==> config.mk <==
export PLATFORM = sky130hd
export DESIGN_NAME = proc
export DESIGN_NICKNAME = d
export VERILOG_FILES = /design/src/logic/core_pkg.sv /design/src/logic/instr_mem.sv /design/src/logic/irq_ctrl.sv /design/src/logic/fetch.sv /design/src/logic/decode.sv /design/src/logic/execute.sv /design/src/logic/proc.sv
export VERILOG_INCLUDE_DIRS = /design/src /design/src/logic
export SDC_FILE = /design/constraint.sdc
export NUM_CORES = 2
export LEC_CHECK = 0
export BUFFER_PORTS_ARGS = -buffer_cell sky130_fd_sc_hd__buf_4
export CAP_MARGIN = 25
export CORE_ASPECT_RATIO = 1.75
export CORE_MARGIN = 4
export CORE_UTILIZATION = 63
export CTS_CLUSTER_SIZE = 8
export DETAILED_ROUTE_END_ITERATION = 8
export PLACE_DENSITY = 0.79
export SETUP_SLACK_MARGIN = 0.1
export SLEW_MARGIN = 25
export SYNTH_ARGS = -nofsm -noshare
export SYNTH_HDL_FRONTEND = slang
export SYNTH_HIERARCHICAL = 1
export SYNTH_SLANG_ARGS = --single-unit
==> constraint.sdc <==
create_clock -name clk -period 9.2 [get_ports clk]
set_input_delay 0.46 -clock clk [delete_from_list [all_inputs] [get_ports clk]]
set_output_delay 0.46 -clock clk [all_outputs]
set_load 0.1 [all_outputs]
==> src/logic/core_cfg.svh <==
`ifndef CORE_CFG_SVH
`define CORE_CFG_SVH

// Data and address width
`define XLEN 32

// Instruction memory size in words
`define IMEM_DEPTH 64

// First fetch address after reset
`define RESET_PC 32'h0000_0000

// Interrupt handler entry
`define IRQ_VECTOR 32'h0000_0080

`endif

==> src/logic/core_pkg.sv <==
`include "core_cfg.svh"

package core_pkg;

    // Decoded instruction class, unknown encodings map to OP_NOP
    typedef enum logic [3:0] {
        OP_NOP,
        OP_ALU,
        OP_ALUI,
        OP_LUI,
        OP_BEQ,
        OP_BNE,
        OP_JAL,
        OP_RTI,
        OP_RDI,
        OP_SND,
        OP_HALT
    } op_t;

    typedef enum logic [2:0] {
        ALU_ADD,
        ALU_SUB,
        ALU_AND,
        ALU_OR,
        ALU_XOR
    } alu_op_t;

    // Fetch to decode
    typedef struct packed {
        logic             valid;
        logic [`XLEN-1:0] pc;
        logic [`XLEN-1:0] instr;
    } fetch_pkt_t;

    // Decode to execute
    typedef struct packed {
        logic             valid;
        op_t              op;
        alu_op_t          alu_op;
        logic [4:0]       rd;
        logic [`XLEN-1:0] rs1_val;
        logic [`XLEN-1:0] rs2_val;
        logic [`XLEN-1:0] imm;
        logic [`XLEN-1:0] pc;
    } exec_pkt_t;

    // Register write, also used as the decode bypass
    typedef struct packed {
        logic             en;
        logic [4:0]       rd;
        logic [`XLEN-1:0] data;
    } wb_t;

endpackage

==> src/logic/instr_mem.sv <==
`include "core_cfg.svh"

module instr_mem #(
    parameter int AW = $clog2(`IMEM_DEPTH)
) (
    input  logic             clk,
    input  logic             we,
    input  logic [AW-1:0]    waddr,
    input  logic [`XLEN-1:0] wdata,
    input  logic [AW-1:0]    raddr,
    output logic [`XLEN-1:0] rdata
);

    logic [`XLEN-1:0] mem [`IMEM_DEPTH];

    // Program load port, used while the core is held in reset
    always_ff @(posedge clk) begin
        if (we) begin
            mem[waddr] <= wdata;
        end
    end

    // Combinational read so fetch sees the word in the same cycle
    assign rdata = mem[raddr];

endmodule

==> src/logic/irq_ctrl.sv <==
`include "core_cfg.svh"

module irq_ctrl (
    input  logic             clk,
    input  logic             rst_n,
    input  logic             irq_key,
    input  logic             irq_eth,
    input  logic             ex_valid,
    input  logic             rti_seen,
    input  logic [`XLEN-1:0] next_pc,
    output logic             irq_take,
    output logic [`XLEN-1:0] epc
);

    logic masked;

    // Take a request only when a real instruction sits in execute,
    // otherwise there is no return address to save
    assign irq_take = (irq_key | irq_eth) & ~masked & ex_valid;

    // Mask stays set for the whole handler
    always_ff @(posedge clk or negedge rst_n) begin
        if (!rst_n) begin
            masked <= 1'b0;
        end else if (irq_take) begin
            masked <= 1'b1;
        end else if (rti_seen) begin
            masked <= 1'b0;
        end
    end

    // Instruction in execute completes, so resume after it
    always_ff @(posedge clk) begin
        if (irq_take) begin
            epc <= next_pc;
        end
    end

endmodule

==> src/logic/fetch.sv <==
`include "core_cfg.svh"

module fetch import core_pkg::*; #(
    parameter int AW = $clog2(`IMEM_DEPTH)
) (
    input  logic             clk,
    input  logic             rst_n,
    input  logic             irq_take,
    input  logic             rti_seen,
    input  logic             redirect,
    input  logic             halt_seen,
    input  logic [`XLEN-1:0] epc,
    input  logic [`XLEN-1:0] redirect_pc,
    input  logic [`XLEN-1:0] rdata,
    output logic [AW-1:0]    raddr,
    output logic             flush,
    output logic             halted,
    output fetch_pkt_t       fd
);

    logic [`XLEN-1:0] pc;
    logic [`XLEN-1:0] pc_next;

    assign raddr = pc[AW+1:2];

    // Halt also drops the two younger instructions
    assign flush = irq_take | rti_seen | redirect | halt_seen;

    always_comb begin
        if (halted || halt_seen) begin
            pc_next = pc;
        end else if (irq_take) begin
            pc_next = `IRQ_VECTOR;
        end else if (rti_seen) begin
            pc_next = epc;
        end else if (redirect) begin
            pc_next = redirect_pc;
        end else begin
            pc_next = pc + `XLEN'd4;
        end
    end

    always_ff @(posedge clk or negedge rst_n) begin
        if (!rst_n) begin
            pc     <= `RESET_PC;
            halted <= 1'b0;
            fd     <= '0;
        end else begin
            pc       <= pc_next;
            halted   <= halted | halt_seen;
            fd.valid <= ~(flush | halted);
            fd.pc    <= pc;
            fd.instr <= rdata;
        end
    end

endmodule

==> src/logic/decode.sv <==
`include "core_cfg.svh"

module decode import core_pkg::*; (
    input  logic             clk,
    input  logic             rst_n,
    input  logic             flush,
    input  fetch_pkt_t       fd,
    input  wb_t              wb,
    input  logic [`XLEN-1:0] irq_data,
    output exec_pkt_t        de
);

    logic [`XLEN-1:0] regs [32];
    logic [6:0]       opcode;
    logic [2:0]       funct3;
    logic [4:0]       rs1;
    logic [4:0]       rs2;
    logic [`XLEN-1:0] imm_i;
    logic [`XLEN-1:0] imm_b;
    logic [`XLEN-1:0] imm_j;
    logic [`XLEN-1:0] imm_u;
    exec_pkt_t        de_next;

    assign opcode = fd.instr[6:0];
    assign funct3 = fd.instr[14:12];
    assign rs1    = fd.instr[19:15];
    assign rs2    = fd.instr[24:20];

    assign imm_i = {{20{fd.instr[31]}}, fd.instr[31:20]};
    assign imm_b = {{19{fd.instr[31]}}, fd.instr[31], fd.instr[7],
                    fd.instr[30:25], fd.instr[11:8], 1'b0};
    assign imm_j = {{11{fd.instr[31]}}, fd.instr[31], fd.instr[19:12],
                    fd.instr[20], fd.instr[30:21], 1'b0};
    assign imm_u = {fd.instr[31:12], 12'b0};

    // Result written this cycle wins over the stored value
    function automatic logic [`XLEN-1:0] read_reg(input logic [4:0] idx);
        logic [`XLEN-1:0] val;
        if (idx == 5'd0) begin
            val = '0;
        end else if (wb.en && wb.rd == idx) begin
            val = wb.data;
        end else begin
            val = regs[idx];
        end
        return val;
    endfunction

    always_comb begin
        de_next         = '0;
        de_next.valid   = fd.valid;
        de_next.op      = OP_NOP;
        de_next.alu_op  = ALU_ADD;
        de_next.rd      = fd.instr[11:7];
        de_next.rs1_val = read_reg(rs1);
        de_next.rs2_val = read_reg(rs2);
        de_next.imm     = imm_i;
        de_next.pc      = fd.pc;
        case (opcode)
            7'b0110011: begin
                de_next.op = OP_ALU;
                case ({fd.instr[30], funct3})
                    4'b0000: de_next.alu_op = ALU_ADD;
                    4'b1000: de_next.alu_op = ALU_SUB;
                    4'b0111: de_next.alu_op = ALU_AND;
                    4'b0110: de_next.alu_op = ALU_OR;
                    4'b0100: de_next.alu_op = ALU_XOR;
                    default: de_next.op = OP_NOP;
                endcase
            end
            7'b0010011: de_next.op = (funct3 == 3'b000) ? OP_ALUI : OP_NOP;
            7'b0110111: begin
                de_next.op  = OP_LUI;
                de_next.imm = imm_u;
            end
            7'b1100011: begin
                de_next.imm = imm_b;
                if (funct3 == 3'b000) begin
                    de_next.op = OP_BEQ;
                end else if (funct3 == 3'b001) begin
                    de_next.op = OP_BNE;
                end
            end
            7'b1101111: begin
                de_next.op  = OP_JAL;
                de_next.imm = imm_j;
            end
            7'b0001000: de_next.op = OP_RTI;
            7'b0001010: begin
                // Source data rides in the rs1 slot through execute
                de_next.op      = OP_RDI;
                de_next.rs1_val = irq_data;
            end
            7'b0001011: de_next.op = OP_SND;
            default: de_next.op = (fd.instr == 32'h0000_0073) ? OP_HALT : OP_NOP;
        endcase
    end

    // x0 is never written, execute masks rd 0
    always_ff @(posedge clk) begin
        if (wb.en) begin
            regs[wb.rd] <= wb.data;
        end
    end

    always_ff @(posedge clk or negedge rst_n) begin
        if (!rst_n) begin
            de <= '0;
        end else begin
            de <= de_next;
            if (flush) begin
                de.valid <= 1'b0;
            end
        end
    end

endmodule

==> src/logic/execute.sv <==
`include "core_cfg.svh"

module execute import core_pkg::*; (
    input  logic             clk,
    input  logic             rst_n,
    input  exec_pkt_t        de,
    output wb_t              wb,
    output logic             redirect,
    output logic             rti_seen,
    output logic             halt_seen,
    output logic [`XLEN-1:0] redirect_pc,
    output logic [`XLEN-1:0] next_pc,
    output logic             snd,
    output logic [`XLEN-1:0] send_data
);

    logic [`XLEN-1:0] alu_b;
    logic [`XLEN-1:0] alu_res;
    logic [`XLEN-1:0] pc_plus4;
    logic             taken;
    logic             writes_rd;

    assign alu_b    = (de.op == OP_ALUI) ? de.imm : de.rs2_val;
    assign pc_plus4 = de.pc + `XLEN'd4;

    always_comb begin
        case (de.alu_op)
            ALU_SUB: alu_res = de.rs1_val - alu_b;
            ALU_AND: alu_res = de.rs1_val & alu_b;
            ALU_OR:  alu_res = de.rs1_val | alu_b;
            ALU_XOR: alu_res = de.rs1_val ^ alu_b;
            default: alu_res = de.rs1_val + alu_b;
        endcase
    end

    // JAL always leaves the sequential path
    assign taken = (de.op == OP_JAL)
                 | ((de.op == OP_BEQ) & (de.rs1_val == de.rs2_val))
                 | ((de.op == OP_BNE) & (de.rs1_val != de.rs2_val));

    assign redirect_pc = de.pc + de.imm;
    assign next_pc     = taken ? redirect_pc : pc_plus4;
    assign redirect    = de.valid & taken;
    assign rti_seen    = de.valid & (de.op == OP_RTI);
    assign halt_seen   = de.valid & (de.op == OP_HALT);

    assign writes_rd = (de.op == OP_ALU) | (de.op == OP_ALUI) | (de.op == OP_LUI)
                     | (de.op == OP_JAL) | (de.op == OP_RDI);

    always_comb begin
        wb.en = de.valid & writes_rd & (de.rd != 5'd0);
        wb.rd = de.rd;
        case (de.op)
            OP_LUI:  wb.data = de.imm;
            OP_JAL:  wb.data = pc_plus4;
            OP_RDI:  wb.data = de.rs1_val;
            default: wb.data = alu_res;
        endcase
    end

    // Send strobe lasts one cycle after SND leaves execute
    always_ff @(posedge clk or negedge rst_n) begin
        if (!rst_n) begin
            snd <= 1'b0;
        end else begin
            snd <= de.valid & (de.op == OP_SND);
        end
    end

    always_ff @(posedge clk) begin
        if (de.valid && de.op == OP_SND) begin
            send_data <= de.rs1_val;
        end
    end

endmodule

==> src/logic/proc.sv <==
`include "core_cfg.svh"

module proc import core_pkg::*; #(
    parameter int AW = $clog2(`IMEM_DEPTH)
) (
    input  logic             clk,
    input  logic             rst_n,
    input  logic             prog_we,
    input  logic [AW-1:0]    prog_addr,
    input  logic [`XLEN-1:0] prog_data,
    input  logic             irq_key,
    input  logic             irq_eth,
    input  logic [`XLEN-1:0] irq_data,
    output logic             snd,
    output logic [`XLEN-1:0] send_data,
    output logic             halted
);

    logic [AW-1:0]    raddr;
    logic [`XLEN-1:0] rdata;
    logic             irq_take;
    logic [`XLEN-1:0] epc;
    logic             flush;
    logic             redirect;
    logic             rti_seen;
    logic             halt_seen;
    logic [`XLEN-1:0] redirect_pc;
    logic [`XLEN-1:0] next_pc;
    fetch_pkt_t       fd;
    exec_pkt_t        de;
    wb_t              wb;

    instr_mem #(.AW(AW)) instr_mem_inst (
        .clk   (clk),
        .we    (prog_we),
        .waddr (prog_addr),
        .wdata (prog_data),
        .raddr (raddr),
        .rdata (rdata)
    );

    irq_ctrl irq_ctrl_inst (
        .clk      (clk),
        .rst_n    (rst_n),
        .irq_key  (irq_key),
        .irq_eth  (irq_eth),
        .ex_valid (de.valid),
        .rti_seen (rti_seen),
        .next_pc  (next_pc),
        .irq_take (irq_take),
        .epc      (epc)
    );

    fetch #(.AW(AW)) fetch_inst (
        .clk         (clk),
        .rst_n       (rst_n),
        .irq_take    (irq_take),
        .rti_seen    (rti_seen),
        .redirect    (redirect),
        .halt_seen   (halt_seen),
        .epc         (epc),
        .redirect_pc (redirect_pc),
        .rdata       (rdata),
        .raddr       (raddr),
        .flush       (flush),
        .halted      (halted),
        .fd          (fd)
    );

    decode decode_inst (
        .clk      (clk),
        .rst_n    (rst_n),
        .flush    (flush),
        .fd       (fd),
        .wb       (wb),
        .irq_data (irq_data),
        .de       (de)
    );

    execute execute_inst (
        .clk         (clk),
        .rst_n       (rst_n),
        .de          (de),
        .wb          (wb),
        .redirect    (redirect),
        .rti_seen    (rti_seen),
        .halt_seen   (halt_seen),
        .redirect_pc (redirect_pc),
        .next_pc     (next_pc),
        .snd         (snd),
        .send_data   (send_data)
    );

endmodule

After elaboration in Yosys (flattened, before gate mapping)

Memories as Yosys holds them, arrays and structs flattened. A register that Yosys moved wholly into a read port is not among the register bits.
Index checks and enable logic that the tools add are counted.

Flip-flop bits (word level): 273
Bits in latches: 0
RAM bits: 3072
Bits in read-only memories: 0
Input bits: 75
Output and inout port bits: 34
Logic and storage cells: 122
Memories kept: 2

Add/subtract/negate cells: 5
$mul: 0
Div/mod/pow operators: 0
$lt $le $gt $ge: 0
Equality and inequality tests: 32
Shift-type cells: 0
Multiplexer cells: 28
Bitwise operators: 27
Reduce and logical (&&, ||, !) cells: 12

Memories:

| name               | words | width | rd ports | clocked after Yosys merged registers in | wr ports | RTL line        | RTL |
|---|---|---|---|---|---|---|---|
| instr_mem_inst.mem | 64    | 32    | 1        | 1                                       | 1        | instr_mem.sv:14 | `` logic [`XLEN-1:0] mem [`IMEM_DEPTH]; `` |
| decode_inst.regs   | 32    | 32    | 2        | 0                                       | 1        | decode.sv:13    | `` logic [`XLEN-1:0] regs [32]; `` |

Operators with widths:

| cell                    | count |
|---|---|
| $mux W32                | 10 |
| $pmux W32 S4            | 1 |
| $pmux W32 S3            | 1 |
| $pmux W31 S3            | 1 |
| $add A32 B3 Y32 const B | 2 |
| $add A32 B32 Y32        | 2 |
| $and A32 B32 Y32        | 1 |
| $eq A32 B32 Y1          | 1 |
| $eq A32 B7 Y1 const B   | 1 |
| $ne A32 B32 Y1          | 1 |
| $or A32 B32 Y32         | 1 |
| $pmux W4 S8             | 1 |
| $sub A32 B32 Y32        | 1 |
| $xor A32 B32 Y32        | 1 |
| $eq A4 B3 Y1 const B    | 7 |
| $eq A7 B4 Y1 const B    | 3 |
| $eq A4 B4 Y1 const B    | 4 |
| $eq A7 B6 Y1 const B    | 2 |
| $eq A7 B7 Y1 const B    | 2 |
| $or A1 B1 Y1            | 12 |
| $pmux W3 S4             | 1 |
| $and A1 B1 Y1           | 10 |
| $eq A5 B5 Y1            | 2 |
| $logic_not A5 Y1        | 2 |
| other kinds (19)        | 34 |

Depth between registers and ports, before layout

Depth in word-level cells: 11
Depth in mapped cells: 24

By module

The synthesis kept the hierarchy.

Modules (own cells, without submodules):

| module    | times used | cells each | area each (um^2) | sequential area each (um^2) |
|---|---|---|---|---|
| instr_mem | 1          | 3292       | 77874.7          | 61499.0 |
| decode    | 1          | 2614       | 51485.6          | 34277.9 |
| execute   | 1          | 1181       | 8981.1           | 985.9 |
| fetch     | 1          | 383        | 4101.4           | 2452.4 |
| irq_ctrl  | 1          | 36         | 1008.5           | 985.9 |

Worst setup path before layout

OpenSTA, ideal clock, no wires.

Path type: reg-to-reg
Start point: reg, netlist name decode_inst/de[136]
End point: mem decode_inst/regs[0][29] in the netlist's numbering, data pin
Arrival time: 6205 ps
Slack: 2530 ps
Cell stages (with the launch flop): 21
Path buffers: 6
Clock period less this slack: 6670 ps
Cell sequence: dfrtp_1 buf_6 nor4b_4 buf_6 clkbuf_1 clkbuf_1 clkbuf_1 clkbuf_1 mux2i_1 inv_1 xnor2_1 ha_1 a21o_1 a221o_1 a21oi_1 a211o_1 nand2_1 a221oi_1 o21ai_0 and3_1 nor3_1

RTL lines:

| item          | RTL line |
|---|---|
| end, declared | decode.sv:13 |

==> impl_metrics.sql <==
INSERT INTO impl_metrics (metric_group, metric, value, unit) VALUES
('status', 'run_status', 'complete, no violations', ''),
('synthesis', 'synth.yosys.seq_area_share', '0.699', ''),
('timing', 'final.setup_skew', '57.4', 'ps'),
('global_route', 'grt_use_met3', '0.0832', ''),
('setup_path', 'r2r_setup_slack', '1830', 'ps'),
('floorplan', 'fp.coreArea', '0.226', 'mm^2'),
('synthesis', 'synth-compound-area-share', '0.0536', ''),
('clock_network', 'cts_resized', '0', ''),
('setup_path', 'cp-end-kind', 'flip-flop', ''),
('timing', 'final_max_slew_viol_count', '0', ''),
('clock_network', 'clk_transition_reported_paths', '50', 'ps'),
('global_route', 'use_met2', '0.651', ''),
('synthesis', 'ys_async_sr_fraction', '0.0714', ''),
('timing', 'finalSetupViolCount', '0', ''),
('placed_design', 'postPlaceCellArea', '0.149', 'mm^2'),
('timing', 'relSlewSlack', '0.174', ''),
('cells_and_area', 'layout_common_cells', '3136 x sky130_fd_sc_hd__edfxtp_1, 993 x sky130_fd_sc_hd__mux4_2, 466 x sky130_fd_sc_hd__clkbuf_16, 344 x sky130_fd_sc_hd__buf_4, 324 x sky130_fd_sc_hd__mux2i_1', ''),
('synthesis', 'synth_simple_gate_area_frac', '0.0280', ''),
('synthesis', 'syn-mean-instance-area', '19.1', 'um^2'),
('setup_path', 'worstSetupStartpoint', 'decode_inst/de[136]', ''),
('synthesis', 'postSynth.topFlopCell', 'sky130_fd_sc_hd__edfxtp_1', ''),
('setup_path', 'worst-endpoint-required', '9990', 'ps'),
('clock_network', 'cts.sinks', '3377', ''),
('synthesis', 'yosys_register_bits', '3377', ''),
('clock_network', 'cts-htree-levels', '5', ''),
('floorplan', 'die-height', '639', 'um'),
('min_path', 'hold_class', 'in -> async', ''),
('synthesis', 'synth_top_family_by_area', 'multiplexers', ''),
('timing', 'tns', '0', 'ps'),
('setup_path', 'timing.rr.end', 'decode_inst/de[126]', ''),
('floorplan', 'start_util', '0.634', ''),
('timing', 'post-route-period-util', '0.801', ''),
('route', 'routed_via_density', '7.60', ''),
('route', 'vias', '83885', ''),
('synthesis', 'syn-instance-count', '7506', ''),
('global_route', 'grt_max_degree', '130', ''),
('setup_path', 'arrival', '8170', 'ps'),
('power', 'power.ir.vdd_worst', '0.513', 'mV'),
('clock_network', 'ctsHoldBuffers', '38', ''),
('route', 'remaining_drc_errors', '0', ''),
('synthesis', 'synthesis.area', '0.143', 'mm^2'),
('clock_network', 'postCtsSetupBuffers', '0', ''),
('global_route', 'use_met1', '0.451', ''),
('synthesis', 'synth_adder_area_share', '0.0112', ''),
('cells_and_area', 'layout-drive-gt1-share', '0.260', ''),
('route', 'post_route_antenna_net_violation_count', '0', ''),
('cells_and_area', 'instances_no_fill', '11038', ''),
('cells_and_area', 'final_common_cell', 'sky130_fd_sc_hd__edfxtp_1', ''),
('global_route', 'grt-ovfl-total', '0', ''),
('timing', 'timing.final.ws_setup', '1830', 'ps'),
('synthesis', 'synth_enable_flop_cells', '3136', ''),
('run', 'drv_cap', '0', ''),
('cells_and_area', 'area_growth_syn_to_layout', '12.7', '%'),
('route', 'wl_per_cell', '42.0', 'um'),
('cells_and_area', 'post-route-cell-area', '0.162', 'mm^2'),
('cells_and_area', 'multiInputGateArea', '0.0417', 'mm^2'),
('global_route', 'grt_pass1_vias', '87177', ''),
('timing', 'min_period', '7370', 'ps'),
('placed_design', 'detailedPlace.worstSlack', '1820', 'ps'),
('route', 'dr.first_iter.drc_count', '12809', ''),
('clock_network', 'tritoncts', 'done', ''),
('setup_path', 'timing.rr.start', 'decode_inst/de[136]', ''),
('power', 'static-leakage-power', '53.1', 'nW'),
('placed_design', 'numPortBuffers', '108', ''),
('global_route', 'grt_usage', '0.397', ''),
('route', 'firstDrtPassIters', '6', ''),
('setup_path', 'crit_path_max_fanout', '34', ''),
('synthesis', 'synth_xor_area_frac', '0.00959', ''),
('timing', 'finalHoldViolations', '0', ''),
('clock_network', 'clock_path_buffers', '4', ''),
('placed_design', 'dp.cells', '10409', '');
==> power breakdown <==
part	internal, W	switching (W)	total [W]
clock network	0.00897	0.00613	0.0151
registers	0.0211	0.00125	0.0224
logic	0.00824	0.0151	0.0234
total	0.0383	0.0225	0.0608
==> worst max-delay path, cell delays in order (launching register included) <==
cell                        delay, ps
sky130_fd_sc_hd__dfrtp_1          490
sky130_fd_sc_hd__nor4b_4          340
sky130_fd_sc_hd__buf_4            420
sky130_fd_sc_hd__mux2i_2          390
sky130_fd_sc_hd__inv_2            110
sky130_fd_sc_hd__nor4_4           440
sky130_fd_sc_hd__nand4_2          410
sky130_fd_sc_hd__nor3_1           540
sky130_fd_sc_hd__nor2_1           110
sky130_fd_sc_hd__xnor2_1          160
sky130_fd_sc_hd__ha_1             350
sky130_fd_sc_hd__and3_1           250
sky130_fd_sc_hd__nand2_1           80
sky130_fd_sc_hd__a2111oi_1        840
sky130_fd_sc_hd__o21ai_0          540
sky130_fd_sc_hd__o21ai_0          330
sky130_fd_sc_hd__xnor2_1          170
sky130_fd_sc_hd__o21ai_0           90
sky130_fd_sc_hd__and2_1           380
sky130_fd_sc_hd__buf_4            330
sky130_fd_sc_hd__a22o_1           230
sky130_fd_sc_hd__a31o_2           210
==> cells in the mapped netlist, types with 28 or more instances <==
library cell	number	area (um^2)
sky130_fd_sc_hd__nand3_1	54	270
sky130_fd_sc_hd__edfxtp_1	3136	94200
sky130_fd_sc_hd__a21o_1	41	308
sky130_fd_sc_hd__dfrtp_1	241	6030
sky130_fd_sc_hd__o221ai_1	78	683
sky130_fd_sc_hd__buf_4	54	405
sky130_fd_sc_hd__a21oi_1	207	1040
sky130_fd_sc_hd__inv_1	99	372
sky130_fd_sc_hd__buf_2	122	611
sky130_fd_sc_hd__xnor2_1	113	990
sky130_fd_sc_hd__nand2_1	144	541
sky130_fd_sc_hd__xor2_1	44	385
sky130_fd_sc_hd__clkbuf_1	237	890
sky130_fd_sc_hd__mux4_2	993	22400
sky130_fd_sc_hd__ha_1	125	1560
sky130_fd_sc_hd__a221o_1	38	380
sky130_fd_sc_hd__mux2i_1	324	3240
sky130_fd_sc_hd__and3_1	28	175
sky130_fd_sc_hd__o22ai_1	189	1180
sky130_fd_sc_hd__nor2_1	361	1360
sky130_fd_sc_hd__buf_1	48	180
sky130_fd_sc_hd__a22oi_1	92	691
sky130_fd_sc_hd__nor2b_1	35	219
sky130_fd_sc_hd__a22o_1	35	307
sky130_fd_sc_hd__o21ai_0	105	526
sky130_fd_sc_hd__a32o_1	32	320
sky130_fd_sc_hd__a211oi_1	114	856
sky130_fd_sc_hd__nor3_1	44	220
==> stage by stage <==
step	power, W	hold slack, ps	util
2_1_floorplan	0.0363	164	-
3_3_place_gp	0.0444	331	0.657
3_5_place_dp	0.0450	335	0.658
4_1_cts	0.0603	70.7	0.714
5_1_grt	0.0626	121	0.714
6_report	0.0608	94.6	0.714
==> cell families (layout without fill, tap and decap cells) <==
logic type      count (synthesis)  after routing
simple gates                  827            827
other cells                     0             18
xor+xnor                      157            157
buf+inv                       582           1067
mux                          1340           1340
compound gates               1096           1096
flops                        3377           3377
fa+ha+maj                     127            127
==> routing by layer <==
layer	up-vias	part of all wire
met3	2000	0.10
met4	4	0.10
met2	7103	0.50
met5	-	0.000050
li1	31940	-
met1	42838	0.30
==> registers in the layout, summed over array words and instances, names as in the netlist <==
name                    cells
fetch_inst/fd              65
irq_ctrl_inst/masked        1
decode_inst/de            141
execute_inst/send_data     32
fetch_inst/halted           1
execute_inst/snd            1
irq_ctrl_inst/epc          32
instr_mem_inst/mem       2048
fetch_inst/pc              32
decode_inst/regs         1024
==> cell type report <==
cell class | count | share of cell area
antenna | 18 | 0.000279
clock buffer | 552 | 0.0742
clock inverter | 16 | 0.00166
inverter | 102 | 0.00237
multi-input combinational | 3547 | 0.258
sequential | 3377 | 0.620
tap | 3029 | 0.0234
timing repair buffer | 397 | 0.0201
==> how the worst max path moves through the flow <==
stage,to,slack (ps),cells after the start
3_3_place_gp,decode_inst/de[126],1800,21
3_5_place_dp,decode_inst/de[126],1820,21
6_report,decode_inst/de[126],1830,21
5_1_grt,decode_inst/de[126],1490,21
2_1_floorplan,decode_inst/regs[0][29],2530,20
4_1_cts,decode_inst/de[126],1810,21
Note: power is estimated with default switching activity, not from simulation.
